<file path="config.mk">
export PLATFORM = sky130hd
export DESIGN_NAME = audio_mix_top
export DESIGN_NICKNAME = d
export VERILOG_FILES = /design/src/hw/audio_mix_pkg.sv /design/src/hw/mix_if.sv /design/src/hw/audio_mix_top.sv /design/src/hw/stereo_output.sv /design/src/hw/channel_mixer.sv /design/src/hw/sample_capture.sv /design/src/hw/mix_regs.sv
export VERILOG_INCLUDE_DIRS = /design/src /design/src/include
export SDC_FILE = /design/constraint.sdc
export NUM_CORES = 1
export LEC_CHECK = 0
export ABC_AREA = 1
export ABC_CLOCK_PERIOD_IN_PS = 6300
export BUFFER_PORTS_ARGS = -buffer_cell sky130_fd_sc_hd__buf_2
export CAP_MARGIN = 40
export CORE_UTILIZATION = 60
export DETAILED_ROUTE_END_ITERATION = 8
export GPL_TIMING_DRIVEN = 0
export PLACE_DENSITY = 0.83
export SLEW_MARGIN = 20
export SYNTH_ARGS = -nofsm -noshare
export SYNTH_HDL_FRONTEND = slang
export SYNTH_SLANG_ARGS = --single-unit
</file>
<file path="constraint.sdc">
create_clock -name clk_sys -period 6.3 [get_ports clk_sys]
set_input_delay 0.63 -clock clk_sys [delete_from_list [all_inputs] [get_ports clk_sys]]
set_output_delay 0.63 -clock clk_sys [all_outputs]
set_load 0.1 [all_outputs]
</file>
<file path="src/include/audio_mix_config.svh">
//================================================
// Audio mixer configuration
// Sample widths, channel count, register map and
// the cassette sound level
//================================================
`ifndef AUDIO_MIX_CONFIG_SVH
`define AUDIO_MIX_CONFIG_SVH

// Sample widths
`define AM_SID_W       18
`define AM_OPL_W       16
`define AM_OUT_W       16

// Left and right
`define AM_NUM_CH      2

// APB register port
`define AM_APB_AW      4
`define AM_DATA_W      32
`define AM_REG_CTRL    4'h0

// Level added while the cassette bit is high
`define AM_TAPE_LEVEL  1024

`endif
</file>
<file path="src/hw/audio_mix_pkg.sv">
//================================================
// Audio mixer types
// Stereo blend modes and the control register word
//================================================
`default_nettype none

`include "audio_mix_config.svh"

package audio_mix_pkg;

	// Stereo blend, matches the 2-bit mode field
	typedef enum logic [1:0] {
		MIX_NONE = 2'd0,
		MIX_25   = 2'd1,
		MIX_50   = 2'd2,
		MIX_MONO = 2'd3
	} stereo_mode_t;

	// CTRL register fields, MSB first
	typedef struct packed {
		logic [`AM_DATA_W-6:0] reserved;
		stereo_mode_t          stereo_mix;
		logic                  right_sid_8580;
		logic                  tape_snd_en;
		logic                  opl_en;
	} mix_ctrl_t;

	// APB side sees the raw word, mixer side the fields
	typedef union packed {
		logic [`AM_DATA_W-1:0] raw;
		mix_ctrl_t             f;
	} mix_ctrl_u;

endpackage

`default_nettype wire

</file>
<file path="src/hw/mix_if.sv">
//================================================
// Audio mixer interfaces
// Configuration fan-out and per-channel samples
//================================================
`timescale 1ns/1ps
`default_nettype none

`include "audio_mix_config.svh"

// Control fields from the register block
interface mix_cfg_if;
	import audio_mix_pkg::*;

	logic         opl_en;
	logic         tape_snd_en;
	logic         right_sid_8580;
	stereo_mode_t stereo_mix;

	modport regs (output opl_en, output tape_snd_en,
		output right_sid_8580, output stereo_mix);
	modport chan (input opl_en, input tape_snd_en);
	modport cap  (input right_sid_8580);
	modport out  (input stereo_mix);

endinterface

// One captured sample set for a single channel
interface chan_sample_if;

	logic                        valid;
	logic signed [`AM_SID_W-1:0] sid;
	logic signed [`AM_OPL_W-1:0] opl;
	logic                        cass;

	modport src (output valid, output sid, output opl, output cass);
	modport dst (input valid, input sid, input opl, input cass);

endinterface

`default_nettype wire

</file>
<file path="src/hw/audio_mix_top.sv">
//================================================
// Audio mixer top level
// APB control, sample capture, two channel mixers
// and the stereo output stage
//================================================
`timescale 1ns/1ps
`default_nettype none

`include "audio_mix_config.svh"

module audio_mix_top (
	input  wire                         clk_sys,
	input  wire                         reset_n,
	// APB slave
	input  wire                         psel_i,
	input  wire                         penable_i,
	input  wire                         pwrite_i,
	input  wire [`AM_APB_AW-1:0]        paddr_i,
	input  wire [`AM_DATA_W-1:0]        pwdata_i,
	output logic [`AM_DATA_W-1:0]       prdata_o,
	output logic                        pready_o,
	output logic                        pslverr_o,
	// Sample inputs
	input  wire                         sample_valid_i,
	input  wire signed [`AM_SID_W-1:0]  sid_l_i,
	input  wire signed [`AM_SID_W-1:0]  sid_r6581_i,
	input  wire signed [`AM_SID_W-1:0]  sid_r8580_i,
	input  wire signed [`AM_OPL_W-1:0]  opl_i,
	input  wire                         cass_i,
	// DAC side
	output logic                        sample_valid_o,
	output logic signed [`AM_OUT_W-1:0] audio_l_o,
	output logic signed [`AM_OUT_W-1:0] audio_r_o
);

	logic [`AM_NUM_CH-1:0]        chan_valid;
	logic signed [`AM_OUT_W-1:0]  chan_mix [`AM_NUM_CH];

	mix_cfg_if     cfg_if ();
	chan_sample_if smp_if [`AM_NUM_CH] ();

	mix_regs u_regs (
		.clk_sys   (clk_sys),
		.reset_n   (reset_n),
		.psel_i    (psel_i),
		.penable_i (penable_i),
		.pwrite_i  (pwrite_i),
		.paddr_i   (paddr_i),
		.pwdata_i  (pwdata_i),
		.prdata_o  (prdata_o),
		.pready_o  (pready_o),
		.pslverr_o (pslverr_o),
		.cfg       (cfg_if.regs)
	);

	sample_capture u_capture (
		.clk_sys        (clk_sys),
		.reset_n        (reset_n),
		.sample_valid_i (sample_valid_i),
		.sid_l_i        (sid_l_i),
		.sid_r6581_i    (sid_r6581_i),
		.sid_r8580_i    (sid_r8580_i),
		.opl_i          (opl_i),
		.cass_i         (cass_i),
		.cfg            (cfg_if.cap),
		.ch             (smp_if)
	);

	// One mixer per channel, 0 is left
	for (genvar g = 0; g < `AM_NUM_CH; g++) begin : g_chan
		channel_mixer u_mixer (
			.clk_sys (clk_sys),
			.reset_n (reset_n),
			.smp     (smp_if[g]),
			.cfg     (cfg_if.chan),
			.valid_o (chan_valid[g]),
			.mix_o   (chan_mix[g])
		);
	end

	stereo_output u_out (
		.clk_sys        (clk_sys),
		.reset_n        (reset_n),
		.valid_i        (chan_valid),
		.mix_l_i        (chan_mix[0]),
		.mix_r_i        (chan_mix[1]),
		.cfg            (cfg_if.out),
		.sample_valid_o (sample_valid_o),
		.audio_l_o      (audio_l_o),
		.audio_r_o      (audio_r_o)
	);

endmodule

`default_nettype wire

</file>
<file path="src/hw/stereo_output.sv">
//================================================
// Stereo output stage
// Blends left and right by the selected stereo
// mode and registers the final DAC samples
//================================================
`timescale 1ns/1ps
`default_nettype none

`include "audio_mix_config.svh"

module stereo_output (
	input  wire                         clk_sys,
	input  wire                         reset_n,
	input  wire [`AM_NUM_CH-1:0]        valid_i,
	input  wire signed [`AM_OUT_W-1:0]  mix_l_i,
	input  wire signed [`AM_OUT_W-1:0]  mix_r_i,
	mix_cfg_if.out                      cfg,
	output logic                        sample_valid_o,
	output logic signed [`AM_OUT_W-1:0] audio_l_o,
	output logic signed [`AM_OUT_W-1:0] audio_r_o
);
	import audio_mix_pkg::*;

	localparam int EXT_W = `AM_OUT_W + 1;

	logic signed [EXT_W-1:0] l_ext;
	logic signed [EXT_W-1:0] r_ext;
	logic signed [EXT_W-1:0] l_25;
	logic signed [EXT_W-1:0] r_25;
	logic signed [EXT_W-1:0] avg;
	logic signed [EXT_W-1:0] l_blend;
	logic signed [EXT_W-1:0] r_blend;

	assign l_ext = {mix_l_i[`AM_OUT_W-1], mix_l_i};
	assign r_ext = {mix_r_i[`AM_OUT_W-1], mix_r_i};

	// Quarter crossfeed, three quarters own plus one quarter other
	assign l_25 = l_ext - (l_ext >>> 2) + (r_ext >>> 2);
	assign r_25 = r_ext - (r_ext >>> 2) + (l_ext >>> 2);
	assign avg  = (l_ext + r_ext) >>> 1;

	//================================================
	// Mode select
	//================================================
	always_comb begin
		case (cfg.stereo_mix)
			MIX_25: begin
				l_blend = l_25;
				r_blend = r_25;
			end
			// Half and full mix both land on the average
			MIX_50, MIX_MONO: begin
				l_blend = avg;
				r_blend = avg;
			end
			default: begin
				l_blend = l_ext;
				r_blend = r_ext;
			end
		endcase
	end

	always_ff @(posedge clk_sys) begin
		if (!reset_n) begin
			sample_valid_o <= 1'b0;
		end else begin
			sample_valid_o <= valid_i[0];
		end
	end

	always_ff @(posedge clk_sys) begin
		audio_l_o <= l_blend[`AM_OUT_W-1:0];
		audio_r_o <= r_blend[`AM_OUT_W-1:0];
	end

endmodule

`default_nettype wire

</file>
<file path="src/hw/channel_mixer.sv">
//================================================
// Channel mixer
// Sums SID, FM and tape for one channel, then
// saturates to a signed output sample
//================================================
`timescale 1ns/1ps
`default_nettype none

`include "audio_mix_config.svh"

module channel_mixer (
	input  wire                         clk_sys,
	input  wire                         reset_n,
	chan_sample_if.dst                  smp,
	mix_cfg_if.chan                     cfg,
	output logic                        valid_o,
	output logic signed [`AM_OUT_W-1:0] mix_o
);

	localparam int SUM_W = `AM_OUT_W + 1;
	localparam logic signed [SUM_W-1:0] OUT_MAX = 2 ** (`AM_OUT_W - 1) - 1;
	localparam logic signed [SUM_W-1:0] OUT_MIN = -(2 ** (`AM_OUT_W - 1));

	logic signed [`AM_SID_W-1:0] sid_sh;
	logic signed [SUM_W-1:0]     sid_term;
	logic signed [SUM_W-1:0]     opl_term;
	logic signed [SUM_W-1:0]     tape_term;
	logic signed [SUM_W-1:0]     sum_q;
	logic                        valid_s1;

	// SID drops two LSBs, upper bits are sign copies
	assign sid_sh    = smp.sid >>> 2;
	assign sid_term  = sid_sh[SUM_W-1:0];
	assign opl_term  = cfg.opl_en ? {smp.opl[`AM_OPL_W-1], smp.opl} : '0;
	assign tape_term = (cfg.tape_snd_en && smp.cass) ? SUM_W'(`AM_TAPE_LEVEL) : '0;

	always_ff @(posedge clk_sys) begin
		if (!reset_n) begin
			valid_s1 <= 1'b0;
			valid_o  <= 1'b0;
		end else begin
			valid_s1 <= smp.valid;
			valid_o  <= valid_s1;
		end
	end

	// Stage one, raw sum
	always_ff @(posedge clk_sys) begin
		sum_q <= sid_term + opl_term + tape_term;
	end

	// Stage two, clamp to the output range
	always_ff @(posedge clk_sys) begin
		if (sum_q > OUT_MAX) begin
			mix_o <= OUT_MAX[`AM_OUT_W-1:0];
		end else if (sum_q < OUT_MIN) begin
			mix_o <= OUT_MIN[`AM_OUT_W-1:0];
		end else begin
			mix_o <= sum_q[`AM_OUT_W-1:0];
		end
	end

endmodule

`default_nettype wire

</file>
<file path="src/hw/sample_capture.sv">
//================================================
// Sample capture
// Registers the input samples, picks the right SID
// model and fans the set out to both channels
//================================================
`timescale 1ns/1ps
`default_nettype none

`include "audio_mix_config.svh"

module sample_capture (
	input  wire                         clk_sys,
	input  wire                         reset_n,
	input  wire                         sample_valid_i,
	input  wire signed [`AM_SID_W-1:0]  sid_l_i,
	input  wire signed [`AM_SID_W-1:0]  sid_r6581_i,
	input  wire signed [`AM_SID_W-1:0]  sid_r8580_i,
	input  wire signed [`AM_OPL_W-1:0]  opl_i,
	input  wire                         cass_i,
	mix_cfg_if.cap                      cfg,
	chan_sample_if.src                  ch [`AM_NUM_CH]
);

	logic                        valid_q;
	logic signed [`AM_SID_W-1:0] sid_q [`AM_NUM_CH];
	logic signed [`AM_OPL_W-1:0] opl_q;
	logic                        cass_q;

	always_ff @(posedge clk_sys) begin
		if (!reset_n) begin
			valid_q <= 1'b0;
		end else begin
			valid_q <= sample_valid_i;
		end
	end

	// Payload, index 0 is left and index 1 is right
	always_ff @(posedge clk_sys) begin
		sid_q[0] <= sid_l_i;
		sid_q[1] <= cfg.right_sid_8580 ? sid_r8580_i : sid_r6581_i;
		opl_q    <= opl_i;
		cass_q   <= cass_i;
	end

	// FM and tape are shared by both channels
	for (genvar g = 0; g < `AM_NUM_CH; g++) begin : g_fanout
		assign ch[g].valid = valid_q;
		assign ch[g].sid   = sid_q[g];
		assign ch[g].opl   = opl_q;
		assign ch[g].cass  = cass_q;
	end

endmodule

`default_nettype wire

</file>
<file path="src/hw/mix_regs.sv">
//================================================
// Mixer control registers
// APB slave with one CTRL word, no wait states,
// error response on unmapped addresses
//================================================
`timescale 1ns/1ps
`default_nettype none

`include "audio_mix_config.svh"

module mix_regs (
	input  wire                   clk_sys,
	input  wire                   reset_n,
	input  wire                   psel_i,
	input  wire                   penable_i,
	input  wire                   pwrite_i,
	input  wire [`AM_APB_AW-1:0]  paddr_i,
	input  wire [`AM_DATA_W-1:0]  pwdata_i,
	output logic [`AM_DATA_W-1:0] prdata_o,
	output logic                  pready_o,
	output logic                  pslverr_o,
	mix_cfg_if.regs               cfg
);
	import audio_mix_pkg::*;

	mix_ctrl_u ctrl_q;
	mix_ctrl_u wr_word;
	logic      access;
	logic      ctrl_hit;

	// Access phase of an APB transfer
	assign access   = psel_i & penable_i;
	assign ctrl_hit = (paddr_i == `AM_REG_CTRL);

	// Write data with the reserved bits forced low
	always_comb begin
		wr_word.raw        = pwdata_i;
		wr_word.f.reserved = '0;
	end

	always_ff @(posedge clk_sys) begin
		if (!reset_n) begin
			ctrl_q.raw <= '0;
		end else if (access && pwrite_i && ctrl_hit) begin
			ctrl_q <= wr_word;
		end
	end

	//================================================
	// APB response
	//================================================
	assign pready_o  = 1'b1;
	assign pslverr_o = access & ~ctrl_hit;
	assign prdata_o  = (psel_i && !pwrite_i && ctrl_hit) ? ctrl_q.raw : '0;

	// Field view towards the datapath
	assign cfg.opl_en         = ctrl_q.f.opl_en;
	assign cfg.tape_snd_en    = ctrl_q.f.tape_snd_en;
	assign cfg.right_sid_8580 = ctrl_q.f.right_sid_8580;
	assign cfg.stereo_mix     = ctrl_q.f.stereo_mix;

endmodule

`default_nettype wire

</file>
==> impl_results.md, run 1 <==
* Total half-perimeter wirelength after legalization and detailed placement at 20,560 µm
* NetSw at roughly 1.5 mW
* Sinks on Clock Net at approximately 160
* CP dominant cell by count: sky130_fd_sc_hd__nand2_1
* Cell at the slowest stage of the critical path: sky130_fd_sc_hd__fa_1
* Final count of pins violating max slew at 0
* Routability-driven placement congestion ratio at 0.9281
* Worst clock skew at 10.29 ps
* Comb power frac at 39.5%
* Type of the worst setup path: reg2reg
* Synthesized area per cell at 7.235 µm²
* Reg2reg start: u_regs.ctrl_q[0]
* Final ANT Viol Nets at 0
* Share of cells above drive strength 1 at 13.61%
* Depth of the critical timing path with buffers and inverters included at 12
* Clock period minus final worst setup slack at approximately 3100 ps
* Largest vdd supply drop at just over 0.0002 V
* Max capacitance violation total at 0
* Pin count of the biggest net entering global routing at 19
* Sequential share of the synthesized area at between 30% and 40%
* Number of CTS-inserted buffers at 17
* Post-synthesis sequential element count at between 150 and 200
* Number of primary I/O pins at 180
* CTS root buffer: sky130_fd_sc_hd__clkbuf_16
* Power share of the sequential group at 31.5%
* Count of placed standard cells including taps at approximately 1,800
* Synthesis Warnings at 0
* Final setup fails at 0
* Gates resized, CTS repair at 0
* Synth Flop Type: sky130_fd_sc_hd__dfxtp_1
* Xor-xnor portion of the synthesized cell area at 2.558%
* Complex-gate fraction of the synthesized area at 7.977%
* Overall Global Routing Usage at approximately 29%
* Via density per instance at approximately 5.0
* Worst-case register-to-register setup slack at 3230 ps
* Final design area excluding fillers at 11,830 µm²
* Hold Path Class: in2reg
* Least setup slack across all paths after layout at approximately 3200 ps
* Count of flip-flops with a built-in enable after synthesis at 0
* Cell internal pwr at 2.014 mW
* Number of buffers added on ports at 117
* Total wire length after detailed routing at 24,990 µm
* Post-synthesis instance total at 1,420
* Capture point of the worst path: g_chan[0].u_mixer.sum_q[15]
* Accumulated negative setup slack at 0 ps
* Launch point of the worst path: u_regs.ctrl_q[0]
* Inserted Diodes at 0
* Slew Limit Headroom at between 50% and 60%
* Total via count in the routed design at 9,142
* Combinational family with the most area after synthesis: simple AND/OR/NAND/NOR gates
* Highest clock frequency the design can meet at ~0.33 GHz
* RR Endpoint: g_chan[0].u_mixer.sum_q[15]
* Count of cells along the worst hold path at 1
* Worst endpoint data arrival time at 3360 ps
* Register Area at 3123 µm²
* Placement-stage worst setup slack at approximately 3200 ps
* Cell family with most CP delay: adder cells
* DRC errors left at 0
* Distinct cell type count of the synthesized netlist at 37
* Quantity of hold-fixing buffers added after cts at 0
* Number of antenna violations at the first check in global routing at 0
* Routed wirelength normalized by instance count at 13.77 µm
* Later-pin clock latency in the skew report at 430 ps
* Post-CTS setup buffers at 0
* Gr ovfl total at 0
* X dimension of the die at 132.9 µm
* Count of fill cells added during filler insertion at 1,382
* Static power due to leakage at 6.922 nW
* CTS clock-pin slew for the worst setup and hold paths at 70 ps
* Required arrival time at the worst endpoint at 6600 ps
* Netlist area before placement at about 10,000 µm²
* Combined buffer and inverter count along the critical path at 3
* Non-Filler Instances at approximately 1,800
* Multi-input gate area at 5967 µm²
* Fraction of synthesized area in multiplexers at 0%
* PD cells at 298.4 nW/µm²
* Transition time at the pin with the least slew margin at 625.1 ps
* Critical path cell sequence: clkbuf_1, clkbuf_1, nand2_1, fa_1, inv_1, ha_1, a21o_1, o21bai_1, a21oi_1, nand2_1, nand2_1, nand2_1
* Unrepaired setup endpoints after global routing: no
* Initial Utilization at 61.73%
* First-pass GRT wire length at 40,050 µm
* Basic-gate share of the synthesized area counting and, or, nand and nor cells at 25.09%
* Kind of launch point of the worst setup path: flop
* Crit share post-route at approximately half
* Post-detailed-placement cell area at approximately 11,000 µm²
* Vias in the first global route at around 8,900
* Status: completed
* Maximum fanout count along the critical path at 10
* Syn-to-layout area delta at 15.14%
* Worst R2R Path Depth at 12
* Endpoints failing hold at 0
* Die footprint at 17,650 µm²
* Die extent in y at between 100 and 150 µm
* Worst path max stage delay at 510 ps
* Final design utilization at 71.08%
* Htree depth at 4
* Fraction of the mapped netlist area in adder cells at 21.43%
* 1st-pass router iterations at 6
* Async set or reset register ratio after synthesis at 0%
* Type of element capturing the critical path: flop
* Clock group share of total power at 28.9%
* Switching share of power at 42.94%
* Core ar. at 16,640 µm²
* Initial detailed-routing violation count at approximately 530
* Net total in the final layout at 1,850
* Row cnt at 47
* TritonCTS clock tree: done
* Number of buffers on the longest clock path at 2
## cells in the final DEF (no fill, tap or decap), types with 2 or more instances in the layout
cell	n
sky130_fd_sc_hd__nor3_2	2
sky130_fd_sc_hd__o211ai_1	4
sky130_fd_sc_hd__nand3_1	97
sky130_fd_sc_hd__fa_1	35
sky130_fd_sc_hd__clkbuf_16	17
sky130_fd_sc_hd__clkbuf_1	15
sky130_fd_sc_hd__or2_0	2
sky130_fd_sc_hd__inv_8	3
sky130_fd_sc_hd__nand2_2	5
sky130_fd_sc_hd__clkinv_8	5
sky130_fd_sc_hd__a21oi_2	5
sky130_fd_sc_hd__buf_4	29
sky130_fd_sc_hd__nor2_2	2
sky130_fd_sc_hd__clkinv_1	3
sky130_fd_sc_hd__buf_2	121
sky130_fd_sc_hd__nor3_1	9
sky130_fd_sc_hd__nor2_1	59
sky130_fd_sc_hd__inv_1	245
sky130_fd_sc_hd__xnor2_1	11
sky130_fd_sc_hd__o21ai_0	48
sky130_fd_sc_hd__inv_6	4
sky130_fd_sc_hd__xor2_1	19
sky130_fd_sc_hd__nand4_1	8
sky130_fd_sc_hd__and2_1	3
sky130_fd_sc_hd__o21bai_1	7
sky130_fd_sc_hd__inv_2	15
sky130_fd_sc_hd__ha_1	120
sky130_fd_sc_hd__nand3b_1	9
sky130_fd_sc_hd__conb_1	28
sky130_fd_sc_hd__a21oi_1	69
sky130_fd_sc_hd__o21ai_1	4
sky130_fd_sc_hd__a21o_1	5
sky130_fd_sc_hd__nand3_2	3
sky130_fd_sc_hd__nand2_1	416
sky130_fd_sc_hd__o221ai_1	4
sky130_fd_sc_hd__dfxtp_1	156
## Yosys cell counts, types with 3 or more instances
| library cell | count | share of area [%] |
|---|---|---|
| sky130_fd_sc_hd__nand2_2 | 5 | 0.30 |
| sky130_fd_sc_hd__nand2_1 | 416 | 15 |
| sky130_fd_sc_hd__o21ai_1 | 4 | 0.19 |
| sky130_fd_sc_hd__a21o_1 | 5 | 0.37 |
| sky130_fd_sc_hd__inv_2 | 15 | 0.55 |
| sky130_fd_sc_hd__nand3b_1 | 9 | 0.66 |
| sky130_fd_sc_hd__nand3_1 | 97 | 4.7 |
| sky130_fd_sc_hd__o221ai_1 | 4 | 0.34 |
| sky130_fd_sc_hd__buf_2 | 4 | 0.19 |
| sky130_fd_sc_hd__xor2_1 | 19 | 1.6 |
| sky130_fd_sc_hd__o211ai_1 | 4 | 0.29 |
| sky130_fd_sc_hd__nand4_1 | 8 | 0.49 |
| sky130_fd_sc_hd__nand3_2 | 3 | 0.29 |
| sky130_fd_sc_hd__a21oi_2 | 5 | 0.43 |
| sky130_fd_sc_hd__nor2_1 | 59 | 2.2 |
| sky130_fd_sc_hd__a21oi_1 | 69 | 3.4 |
| sky130_fd_sc_hd__buf_4 | 29 | 2.1 |
| sky130_fd_sc_hd__o21ai_0 | 48 | 2.3 |
| sky130_fd_sc_hd__o21bai_1 | 7 | 0.51 |
| sky130_fd_sc_hd__clkbuf_1 | 15 | 0.55 |
| sky130_fd_sc_hd__ha_1 | 120 | 15 |
| sky130_fd_sc_hd__and2_1 | 3 | 0.18 |
| sky130_fd_sc_hd__nor3_1 | 9 | 0.44 |
| sky130_fd_sc_hd__clkinv_1 | 3 | 0.11 |
| sky130_fd_sc_hd__xnor2_1 | 11 | 0.94 |
| sky130_fd_sc_hd__inv_1 | 245 | 9.0 |
| sky130_fd_sc_hd__dfxtp_1 | 156 | 30 |
| sky130_fd_sc_hd__fa_1 | 35 | 6.8 |
## routing by layer
metal	track usage, %	vias up	part of all wire (%)
li1	-	4678	-
met1	32.61	4083	41
met2	53.03	314	50
met3	4.559	67	4.8
met4	13.73	0	4.2
met5	0	-	0
## final cells by class
cell class                 instances  area share (%)
clock inverter                    15           1.449
timing repair buffer             117           4.950
tap                              220           2.327
buffer                            48           2.486
clock buffer                      17           3.596
inverter                         263           8.346
sequential                       156           26.40
multi-input combinational        979           50.44
## state kept, by name, summed over array words and instances (netlist names)
register                 flops
g_chan.u_mixer.sum_q        34
g_chan.u_mixer.mix_o        32
u_capture.sid_q             32
u_capture.ch.opl            16
u_out.audio_l_o             16
u_out.audio_r_o             16
u_regs.ctrl_q                5
g_chan.u_mixer.valid_o       1
g_chan.u_mixer.valid_s1      1
u_capture.ch.cass            1
u_capture.ch.valid           1
u_out.sample_valid_o         1
## how the worst min path moves through the flow
stage	start	endpoint
after global placement	u_capture.ch[0].valid	g_chan[0].u_mixer.valid_s1
final	opl_i[0]	u_capture.ch[0].opl[0]
after global routing	opl_i[2]	u_capture.ch[0].opl[2]
after floorplan	g_chan[0].u_mixer.valid_s1	g_chan[0].u_mixer.valid_o
after CTS	opl_i[0]	u_capture.ch[0].opl[0]
after detailed placement	g_chan[0].u_mixer.valid_o	u_out.sample_valid_o
## worst reg2reg max path: cells and delay by family (launching register included)
kind | cells | cell delay, ps
compound gates | 3 | 550
fa+ha+maj | 2 | 860
buf+inv | 3 | 800
flops | 1 | 310
simple gates | 4 | 410
## power by group through the flow
stage	sequential (mW)	clock [mW]	combinational, mW
after floorplan	1.29	0	0.915
after global placement	1.13	0	1.35
after detailed placement	1.14	0	1.37
after CTS	1.11	1.03	1.38
after global routing	1.12	1.07	1.55
final	1.11	1.02	1.40
## cell families (layout without fill, tap and decap cells)
family / after synthesis / count (layout)
other: 2 / 28
flip-flops: 156 / 156
AND/OR/NAND/NOR: 618 / 618
adder cells (fa/ha/maj): 155 / 155
AO/OA/AOI/OAI: 148 / 148
buffers and inverters: 311 / 460
XOR/XNOR: 30 / 30
## through the flow
stage                     hold WS (ps)  total power [mW]
after floorplan                  390.5             2.207
after global placement           391.9             2.486
after detailed placement         399.7             2.507
after CTS                        283.8             3.523
after global routing             277.1             3.742
final                            291.3             3.530
Power figures use the tool's default switching activity.
==> run 2: changes to the inputs <==
--- a/config.mk
+++ b/config.mk
@@ -6,14 +6,14 @@
 export SDC_FILE = /design/constraint.sdc
 export NUM_CORES = 1
 export LEC_CHECK = 0
-export ABC_AREA = 1
-export ABC_CLOCK_PERIOD_IN_PS = 6300
+export ABC_AREA = 0
+export ABC_CLOCK_PERIOD_IN_PS = 3100
 export BUFFER_PORTS_ARGS = -buffer_cell sky130_fd_sc_hd__buf_2
 export CAP_MARGIN = 40
-export CORE_UTILIZATION = 60
+export CORE_UTILIZATION = 57
 export DETAILED_ROUTE_END_ITERATION = 8
 export GPL_TIMING_DRIVEN = 0
-export PLACE_DENSITY = 0.83
+export PLACE_DENSITY = 0.8
 export SLEW_MARGIN = 20
 export SYNTH_ARGS = -nofsm -noshare
 export SYNTH_HDL_FRONTEND = slang
==> constraint.sdc (replaced) <==
create_clock -name clk_sys -period 3.1 [get_ports clk_sys]
set_input_delay 0.31 -clock clk_sys [delete_from_list [all_inputs] [get_ports clk_sys]]
set_output_delay 0.31 -clock clk_sys [all_outputs]
set_load 0.1 [all_outputs]
==> impl_results.md, run 2 <==
* Unrepaired setup endpoints after global routing: yes
* Switching share of power at 37.09%
* Critical path cell sequence: inv_2, fa_1, inv_1, ha_4, o21a_1, a2111oi_4, buf_4, o31ai_4, buf_4, xnor2_1, nor2_1, a211oi_2, a21oi_1
* Count of flip-flops with a built-in enable after synthesis at 0
* Synthesized area per cell at 9.014 µm²
* Core ar. at 16,580 µm²
* Power share of the sequential group at 32.7%
* X dimension of the die at 132.3 µm
* Post-detailed-placement cell area at 10,640 µm²
* Comb power frac at a little over a third
* Sequential share of the synthesized area at between 30% and 40%
* Sinks on Clock Net at 156
* Max capacitance violation total at 0
* Inserted Diodes at 0
* Hold Path Class: in2reg
* CP dominant cell by count: sky130_fd_sc_hd__buf_4
* Netlist area before placement at 9681 µm²
* Count of fill cells added during filler insertion at 1,301
* CTS clock-pin slew for the worst setup and hold paths at 70 ps
* GRT met2 Usage at 48.74%
* Register name with the most flops: g_chan.u_mixer.sum_q
* Final ANT Viol Nets at 0
* Initial detailed-routing violation count at 480
* CTS root buffer: sky130_fd_sc_hd__clkbuf_16
* Gr ovfl total at 0
* Clock period minus final worst setup slack at 2998 ps
* Maximum fanout count along the critical path at 4
* Worst clock skew at roughly 12 ps
* Required arrival time at the worst endpoint at roughly 3400 ps
* Transition time at the pin with the least slew margin at a little under 700 ps
* Kind of launch point of the worst setup path: flop
* Number of primary I/O pins at 180
* Status: completed
* Leading cell types by total area after synthesis: sky130_fd_sc_hd__dfxtp_1 (32%), sky130_fd_sc_hd__ha_1 (16%), sky130_fd_sc_hd__fa_1 (7.2%)
* Met3 GRT Util at 4.268%
* Number of buffers added on ports at between 100 and 150
* Type of element capturing the critical path: flop
* Register Area at 3139 µm²
* First-pass GRT wire length at 38,130 µm
* Type of the worst setup path: reg2reg
* Slew Limit Headroom at between 50% and 60%
* Distinct cell type count of the synthesized netlist at 65
* Share of cells above drive strength 1 at 19.77%
* NetSw at 2.540 mW
* Count leader, synth: sky130_fd_sc_hd__dfxtp_1
* Commonest cells post-synth: sky130_fd_sc_hd__dfxtp_1 (156), sky130_fd_sc_hd__ha_1 (120), sky130_fd_sc_hd__inv_1 (114)
* Pin count of the biggest net entering global routing at 17
* Most common cell after layout, fill and taps aside: sky130_fd_sc_hd__dfxtp_1
* Share of the synthesized area in the top cell type at about 32%
* Async set or reset register ratio after synthesis at 0%
* TritonCTS clock tree: done
* Total via count in the routed design at 7,941
* Number of flip-flops under the largest register name at 34
* Later-pin clock latency in the skew report at roughly 430 ps
* Htree depth at 4
* Number of CTS-inserted buffers at 17
* Syn-to-layout area delta at 21.91%
* Accumulated negative setup slack at 0 ps
* Multi-input gate area at 6076 µm²
* Die extent in y at about 130 µm
* Initial Utilization at 58.37%
* Final design area excluding fillers at 11,800 µm²
* Cell at the slowest stage of the critical path: sky130_fd_sc_hd__fa_1
* Net total in the final layout at between 1,500 and 2,000
* Synthesis Warnings at 0
* Number of antenna violations at the first check in global routing at 0
* PD cells at 580.3 nW/µm²
* Clock group share of total power at between 30% and 40%
* Total half-perimeter wirelength after legalization and detailed placement at roughly 18,000 µm
* DRC errors left at 0
* Die footprint at between 15,000 and 20,000 µm²
* Overall Global Routing Usage at between 20 and 30%
* Met1 routing resource usage after global routing at 33.56%
* Crit share post-route at 96.72%
* Final setup fails at 0
* Busiest grt layer: met2
* Biggest regs: g_chan.u_mixer.sum_q (34), g_chan.u_mixer.mix_o (32), u_capture.sid_q (32)
* Largest vdd supply drop at 0.0003825 V
* Row cnt at 47
* Static power due to leakage at 5.731 nW
* Endpoints failing hold at 0
* Post-synthesis sequential element count at 156
* Total wire length after detailed routing at between 20,000 and 25,000 µm
* Number of buffers on the longest clock path at 2
* Vias in the first global route at 7,859
* Commonest cells after routing, fill and taps aside: sky130_fd_sc_hd__dfxtp_1 (145), sky130_fd_sc_hd__buf_2 (120), sky130_fd_sc_hd__ha_1 (117)
* Leading area contributor after synthesis: sky130_fd_sc_hd__dfxtp_1
* Highest clock frequency the design can meet at 0.3335 GHz
* Worst endpoint data arrival time at 3280 ps
* 1st-pass router iterations at 4
* Worst path max stage delay at 550 ps
* Routed wirelength normalized by instance count at 15.75 µm
* Synth Flop Type: sky130_fd_sc_hd__dfxtp_1
* Routability-driven placement congestion ratio at approximately 0.9
* Post-synthesis instance total at roughly 1,100
* Final count of pins violating max slew at 0
* Via density per instance at around 5.3
* Cell internal pwr at 4.308 mW
-- run 2: cell count changes after synthesis, moves of 20 or more --
cell / change
sky130_fd_sc_hd__inv_1: -131
sky130_fd_sc_hd__nand2_1: -339
sky130_fd_sc_hd__nand3_1: -85
sky130_fd_sc_hd__and2_1: +20
sky130_fd_sc_hd__nor2_1: +20
sky130_fd_sc_hd__xnor2_1: +26
sky130_fd_sc_hd__nor2b_1: +22
-- run 2: layout make-up --
| type | instances | share of cell area, % |
|---|---|---|
| Buffer | 54 | 2.640 |
| Sequential cell | 156 | 26.60 |
| Tap cell | 220 | 2.332 |
| Clock buffer | 19 | 3.753 |
| Multi-Input combinational cell | 775 | 51.48 |
| Inverter | 115 | 3.658 |
| Clock inverter | 13 | 1.283 |
| Timing Repair Buffer | 158 | 8.249 |
-- run 2: path summary, 6_finish.rpt --
kind | startpoint | endpoint | slack [ps] | depth (start not counted)
worst min register to register | g_chan[0].u_mixer.valid_s1 | g_chan[0].u_mixer.valid_o | 440 | 1
worst min-delay path | sample_valid_i | u_capture.ch[0].valid | 90 | 2
worst max-delay path | g_chan[1].u_mixer.mix_o[5] | u_out.audio_l_o[9] | 100 | 13
worst max register to register | g_chan[1].u_mixer.mix_o[5] | u_out.audio_l_o[9] | 100 | 13
-- run 2: critical path, delay by kind of cell, from the launching register on --
family          cells  cell delay, ps
buf+inv             4             520
compound gates      5             910
xor+xnor            1             110
flops               1             400
simple gates        1              70
fa+ha+maj           2             850
-- run 2: power by group through the flow --
stage	clock, mW	sequential [mW]	combinational, mW
after CTS	2.14	2.23	2.39
after floorplan	0	2.53	1.55
after global placement	0	2.27	2.23
final	2.11	2.24	2.50
after detailed placement	0	2.28	2.25
after global routing	2.24	2.25	2.72
-- run 2: cells by family (layout without fill, tap and decap cells) --
logic type               count (synthesis)  after routing  synth area share (%)
AO/OA/AOI/OAI                          251            251                 16.62
XOR/XNOR                                58             58                 5.248
adder cells (fa/ha/maj)                155            155                 22.75
buffers and inverters                  169            359                 7.664
flip-flops                             156            156                 32.26
multiplexers                            28             28                 3.102
other                                    2             28               0.07758
AND/OR/NAND/NOR                        255            255                 12.28
-- run 2: routing by layer --
metal / vias up / share of wire [%] / routed length [µm]
met5: - / 0 / 0
li1: 3997 / - / -
met4: 0 / 3.0 / 724
met3: 53 / 4.8 / 1131
met2: 268 / 49 / 11720
met1: 3623 / 43 / 10210
-- run 2: what timing repair did --
action	CTS	global route
hold endpoints to repair	33	0
gates resized for setup	24	23
hold buffers	33	0
setup endpoints to repair	16	21
buffers inserted	5	2
pin swaps	9	6
gates cloned	0	0
-- run 2: metrics by stage --
step	hold WS, ps	total power [mW]	setup WS [ps]	utilization, %	instances
2_1_floorplan	337.7	4.078	264.6	-	1100
3_3_place_gp	412.8	4.503	-262.0	64.18	1438
3_5_place_dp	413.6	4.532	-299.8	64.18	1438
4_1_cts	87.02	6.759	8.049	70.45	1508
5_1_grt	94.55	7.204	-69.66	71.16	1510
6_report	94.37	6.849	101.5	71.16	1510
==> run 3: changes to the inputs <==
--- a/config.mk
+++ b/config.mk
@@ -14,6 +14,7 @@
 export DETAILED_ROUTE_END_ITERATION = 8
 export GPL_TIMING_DRIVEN = 0
 export PLACE_DENSITY = 0.8
+export RECOVER_POWER = 25
 export SLEW_MARGIN = 20
 export SYNTH_ARGS = -nofsm -noshare
 export SYNTH_HDL_FRONTEND = slang
==> impl_results.md, run 3 (synthesis results as in run 2) <==
* Final setup fails at 0
* Initial Utilization at 58.37%
* Most common cell after layout, fill and taps aside: sky130_fd_sc_hd__dfxtp_1
* Type of the worst setup path: reg2reg
* Core ar. at approximately 17,000 µm²
* Via density per instance at between 5 and 6
* Power share of the sequential group at 32.7%
* Post-detailed-placement cell area at ~11,000 µm²
* Type of element capturing the critical path: flop
* Max capacitance violation total at 0
* Total wire length after detailed routing at 23,790 µm
* Final design area excluding fillers at between 10,000 and 15,000 µm²
* CP dominant cell by count: sky130_fd_sc_hd__buf_4
* Row cnt at 47
* Largest vdd supply drop at 0.0003825 V
* CTS clock-pin slew for the worst setup and hold paths at 70 ps
* Number of CTS-inserted buffers at 17
* Tightest hold margin at 94.46 ps
* Final count of pins violating max slew at 0
* Register name with the most flops: g_chan.u_mixer.sum_q
* 1st-pass router iterations at 4
* Met2 wire length at 11,720 µm
* Switching share of power at a little under two fifths
* Total via count in the routed design at 7,943
* Cell family with most CP delay: compound AO/OA/AOI/OAI gates
* Commonest cells after routing, fill and taps aside: sky130_fd_sc_hd__dfxtp_1 (145), sky130_fd_sc_hd__buf_2 (119), sky130_fd_sc_hd__ha_1 (117)
* Transition time at the pin with the least slew margin at 691.1 ps
* Overall Global Routing Usage at 27.69%
* Biggest regs: g_chan.u_mixer.sum_q (34), g_chan.u_mixer.mix_o (32), u_capture.sid_q (32)
* Number of antenna violations at the first check in global routing at 0
* Share of cells above drive strength 1 at 19.69%
* Highest metal layer with signal wires: met4
* PD cells at ~580 nW/µm²
* Met1 WL at 10,210 µm
* Kind of launch point of the worst setup path: flop
* Endpoints failing hold at 0
* First-pass GRT wire length at roughly 38,000 µm
* Hold Path Class: in2reg
* Clock period minus final worst setup slack at 2998 ps
* Routed wirelength normalized by instance count at around 16 µm
* Clock group share of total power at 30.8%
* Combined buffer and inverter count along the critical path at 4
* Cell at the slowest stage of the critical path: sky130_fd_sc_hd__fa_1
* Worst endpoint data arrival time at 3280 ps
* Sinks on Clock Net at 156
* Number of flip-flops under the largest register name at 34
* Required arrival time at the worst endpoint at between 3000 and 4000 ps
* Gr ovfl total at 0
* Crit share post-route at a little under 100%
* Status: completed
* Syn-to-layout area delta at 21.90%
* Htree depth at 4
* Initial detailed-routing violation count at 488
* Later-pin clock latency in the skew report at 430 ps
* Die extent in y at ~130 µm
* Total half-perimeter wirelength after legalization and detailed placement at 17,640 µm
* Met3 wirelength from detailed routing at around 1100 µm
* X dimension of the die at 132.3 µm
* Worst path max stage delay at 550 ps
* Pin count of the biggest net entering global routing at 17
* NetSw at 2.540 mW
* Comb power frac at approximately 37%
* Number of buffers on the longest clock path at 2
* Inserted Diodes at 0
* Net total in the final layout at 1,545
* Slew Limit Headroom at 53.93%
* DRC errors left at 0
* Highest clock frequency the design can meet at 0.3335 GHz
* Die footprint at 17,510 µm²
* Worst clock skew at 12.23 ps
* Number of buffers added on ports at 118
* Static power due to leakage at roughly 5.7 nW
* Number of primary I/O pins at 180
* TritonCTS clock tree: done
* Vias in the first global route at 7,859
* Maximum fanout count along the critical path at 4
* CTS root buffer: sky130_fd_sc_hd__clkbuf_16
* Cell internal pwr at 4.308 mW
* Routability-driven placement congestion ratio at 0.9175
* Unrepaired setup endpoints after global routing: yes
* Critical path cell sequence: inv_2, fa_1, inv_1, ha_4, o21a_1, a2111oi_4, buf_4, o31ai_4, buf_4, xnor2_1, nor2_1, a211oi_2, a21oi_1
* Final ANT Viol Nets at 0
## run 3: worst paths after layout
| check | from | to | cells past startpoint | slack, ps |
|---|---|---|---|---|
| worst max-delay path | g_chan[1].u_mixer.mix_o[5] | u_out.audio_l_o[9] | 13 | 100 |
| worst min-delay path | sample_valid_i | u_capture.ch[0].valid | 2 | 90 |
| worst max register to register | g_chan[1].u_mixer.mix_o[5] | u_out.audio_l_o[9] | 13 | 100 |
| worst min register to register | g_chan[0].u_mixer.valid_s1 | g_chan[0].u_mixer.valid_o | 1 | 440 |
## run 3: timing repair
action / 4_1_cts / 5_1_grt
setup buffers: 5 / 2
setup endpoints to repair: 16 / 21
pin swaps: 9 / 6
hold buffers: 33 / 0
gates resized for setup: 24 / 23
endpoints found under the hold margin: 33 / 0
## run 3: power groups by stage
stage / clock [mW] / sequential, mW / combinational [mW]
finish: 2.11 / 2.24 / 2.50
global route: 2.24 / 2.25 / 2.72
CTS: 2.14 / 2.23 / 2.39
detailed placement: 0 / 2.28 / 2.25
global placement: 0 / 2.27 / 2.23
floorplan: 0 / 2.53 / 1.55
## run 3: cell type report
type	count	area, µm²
well taps	220	275.3
inverters	115	431.7
flip-flops and latches	156	3139
fillers	1302	4783
clock inverters	13	151.4
clock buffers	19	442.9
repair buffers	158	972.2
multi-input cells	775	6076
plain buffers	54	311.5
## run 3: layer usage
layer | vias up | GRT usage [%]
met5 | - | 0
met3 | 53 | 4.268
met1 | 3621 | 33.56
met2 | 270 | 48.74
met4 | 0 | 11.56
li1 | 3999 | -
## run 3: stage by stage
stage / instances / utilization [%] / TNS, ps / setup WS, ps / power, mW
2_1_floorplan: 1100 / - / 0 / 264.6 / 4.078
3_3_place_gp: 1438 / 64.18 / -1181 / -262.0 / 4.503
3_5_place_dp: 1438 / 64.18 / -1581 / -299.8 / 4.532
4_1_cts: 1508 / 70.45 / 0 / 8.049 / 6.759
5_1_grt: 1510 / 71.16 / -87.17 / -69.66 / 7.204
6_report: 1510 / 71.16 / 0 / 101.5 / 6.848
## run 3: worst reg2reg max path, cell delays in order (launching register included)
cell,delay [ps]
sky130_fd_sc_hd__dfxtp_2,400
sky130_fd_sc_hd__inv_2,90
sky130_fd_sc_hd__fa_1,550
sky130_fd_sc_hd__inv_1,80
sky130_fd_sc_hd__ha_4,300
sky130_fd_sc_hd__o21a_1,190
sky130_fd_sc_hd__a2111oi_4,80
sky130_fd_sc_hd__buf_4,170
sky130_fd_sc_hd__o31ai_4,360
sky130_fd_sc_hd__buf_4,180
sky130_fd_sc_hd__xnor2_1,110
sky130_fd_sc_hd__nor2_1,70
sky130_fd_sc_hd__a211oi_2,200
sky130_fd_sc_hd__a21oi_1,80
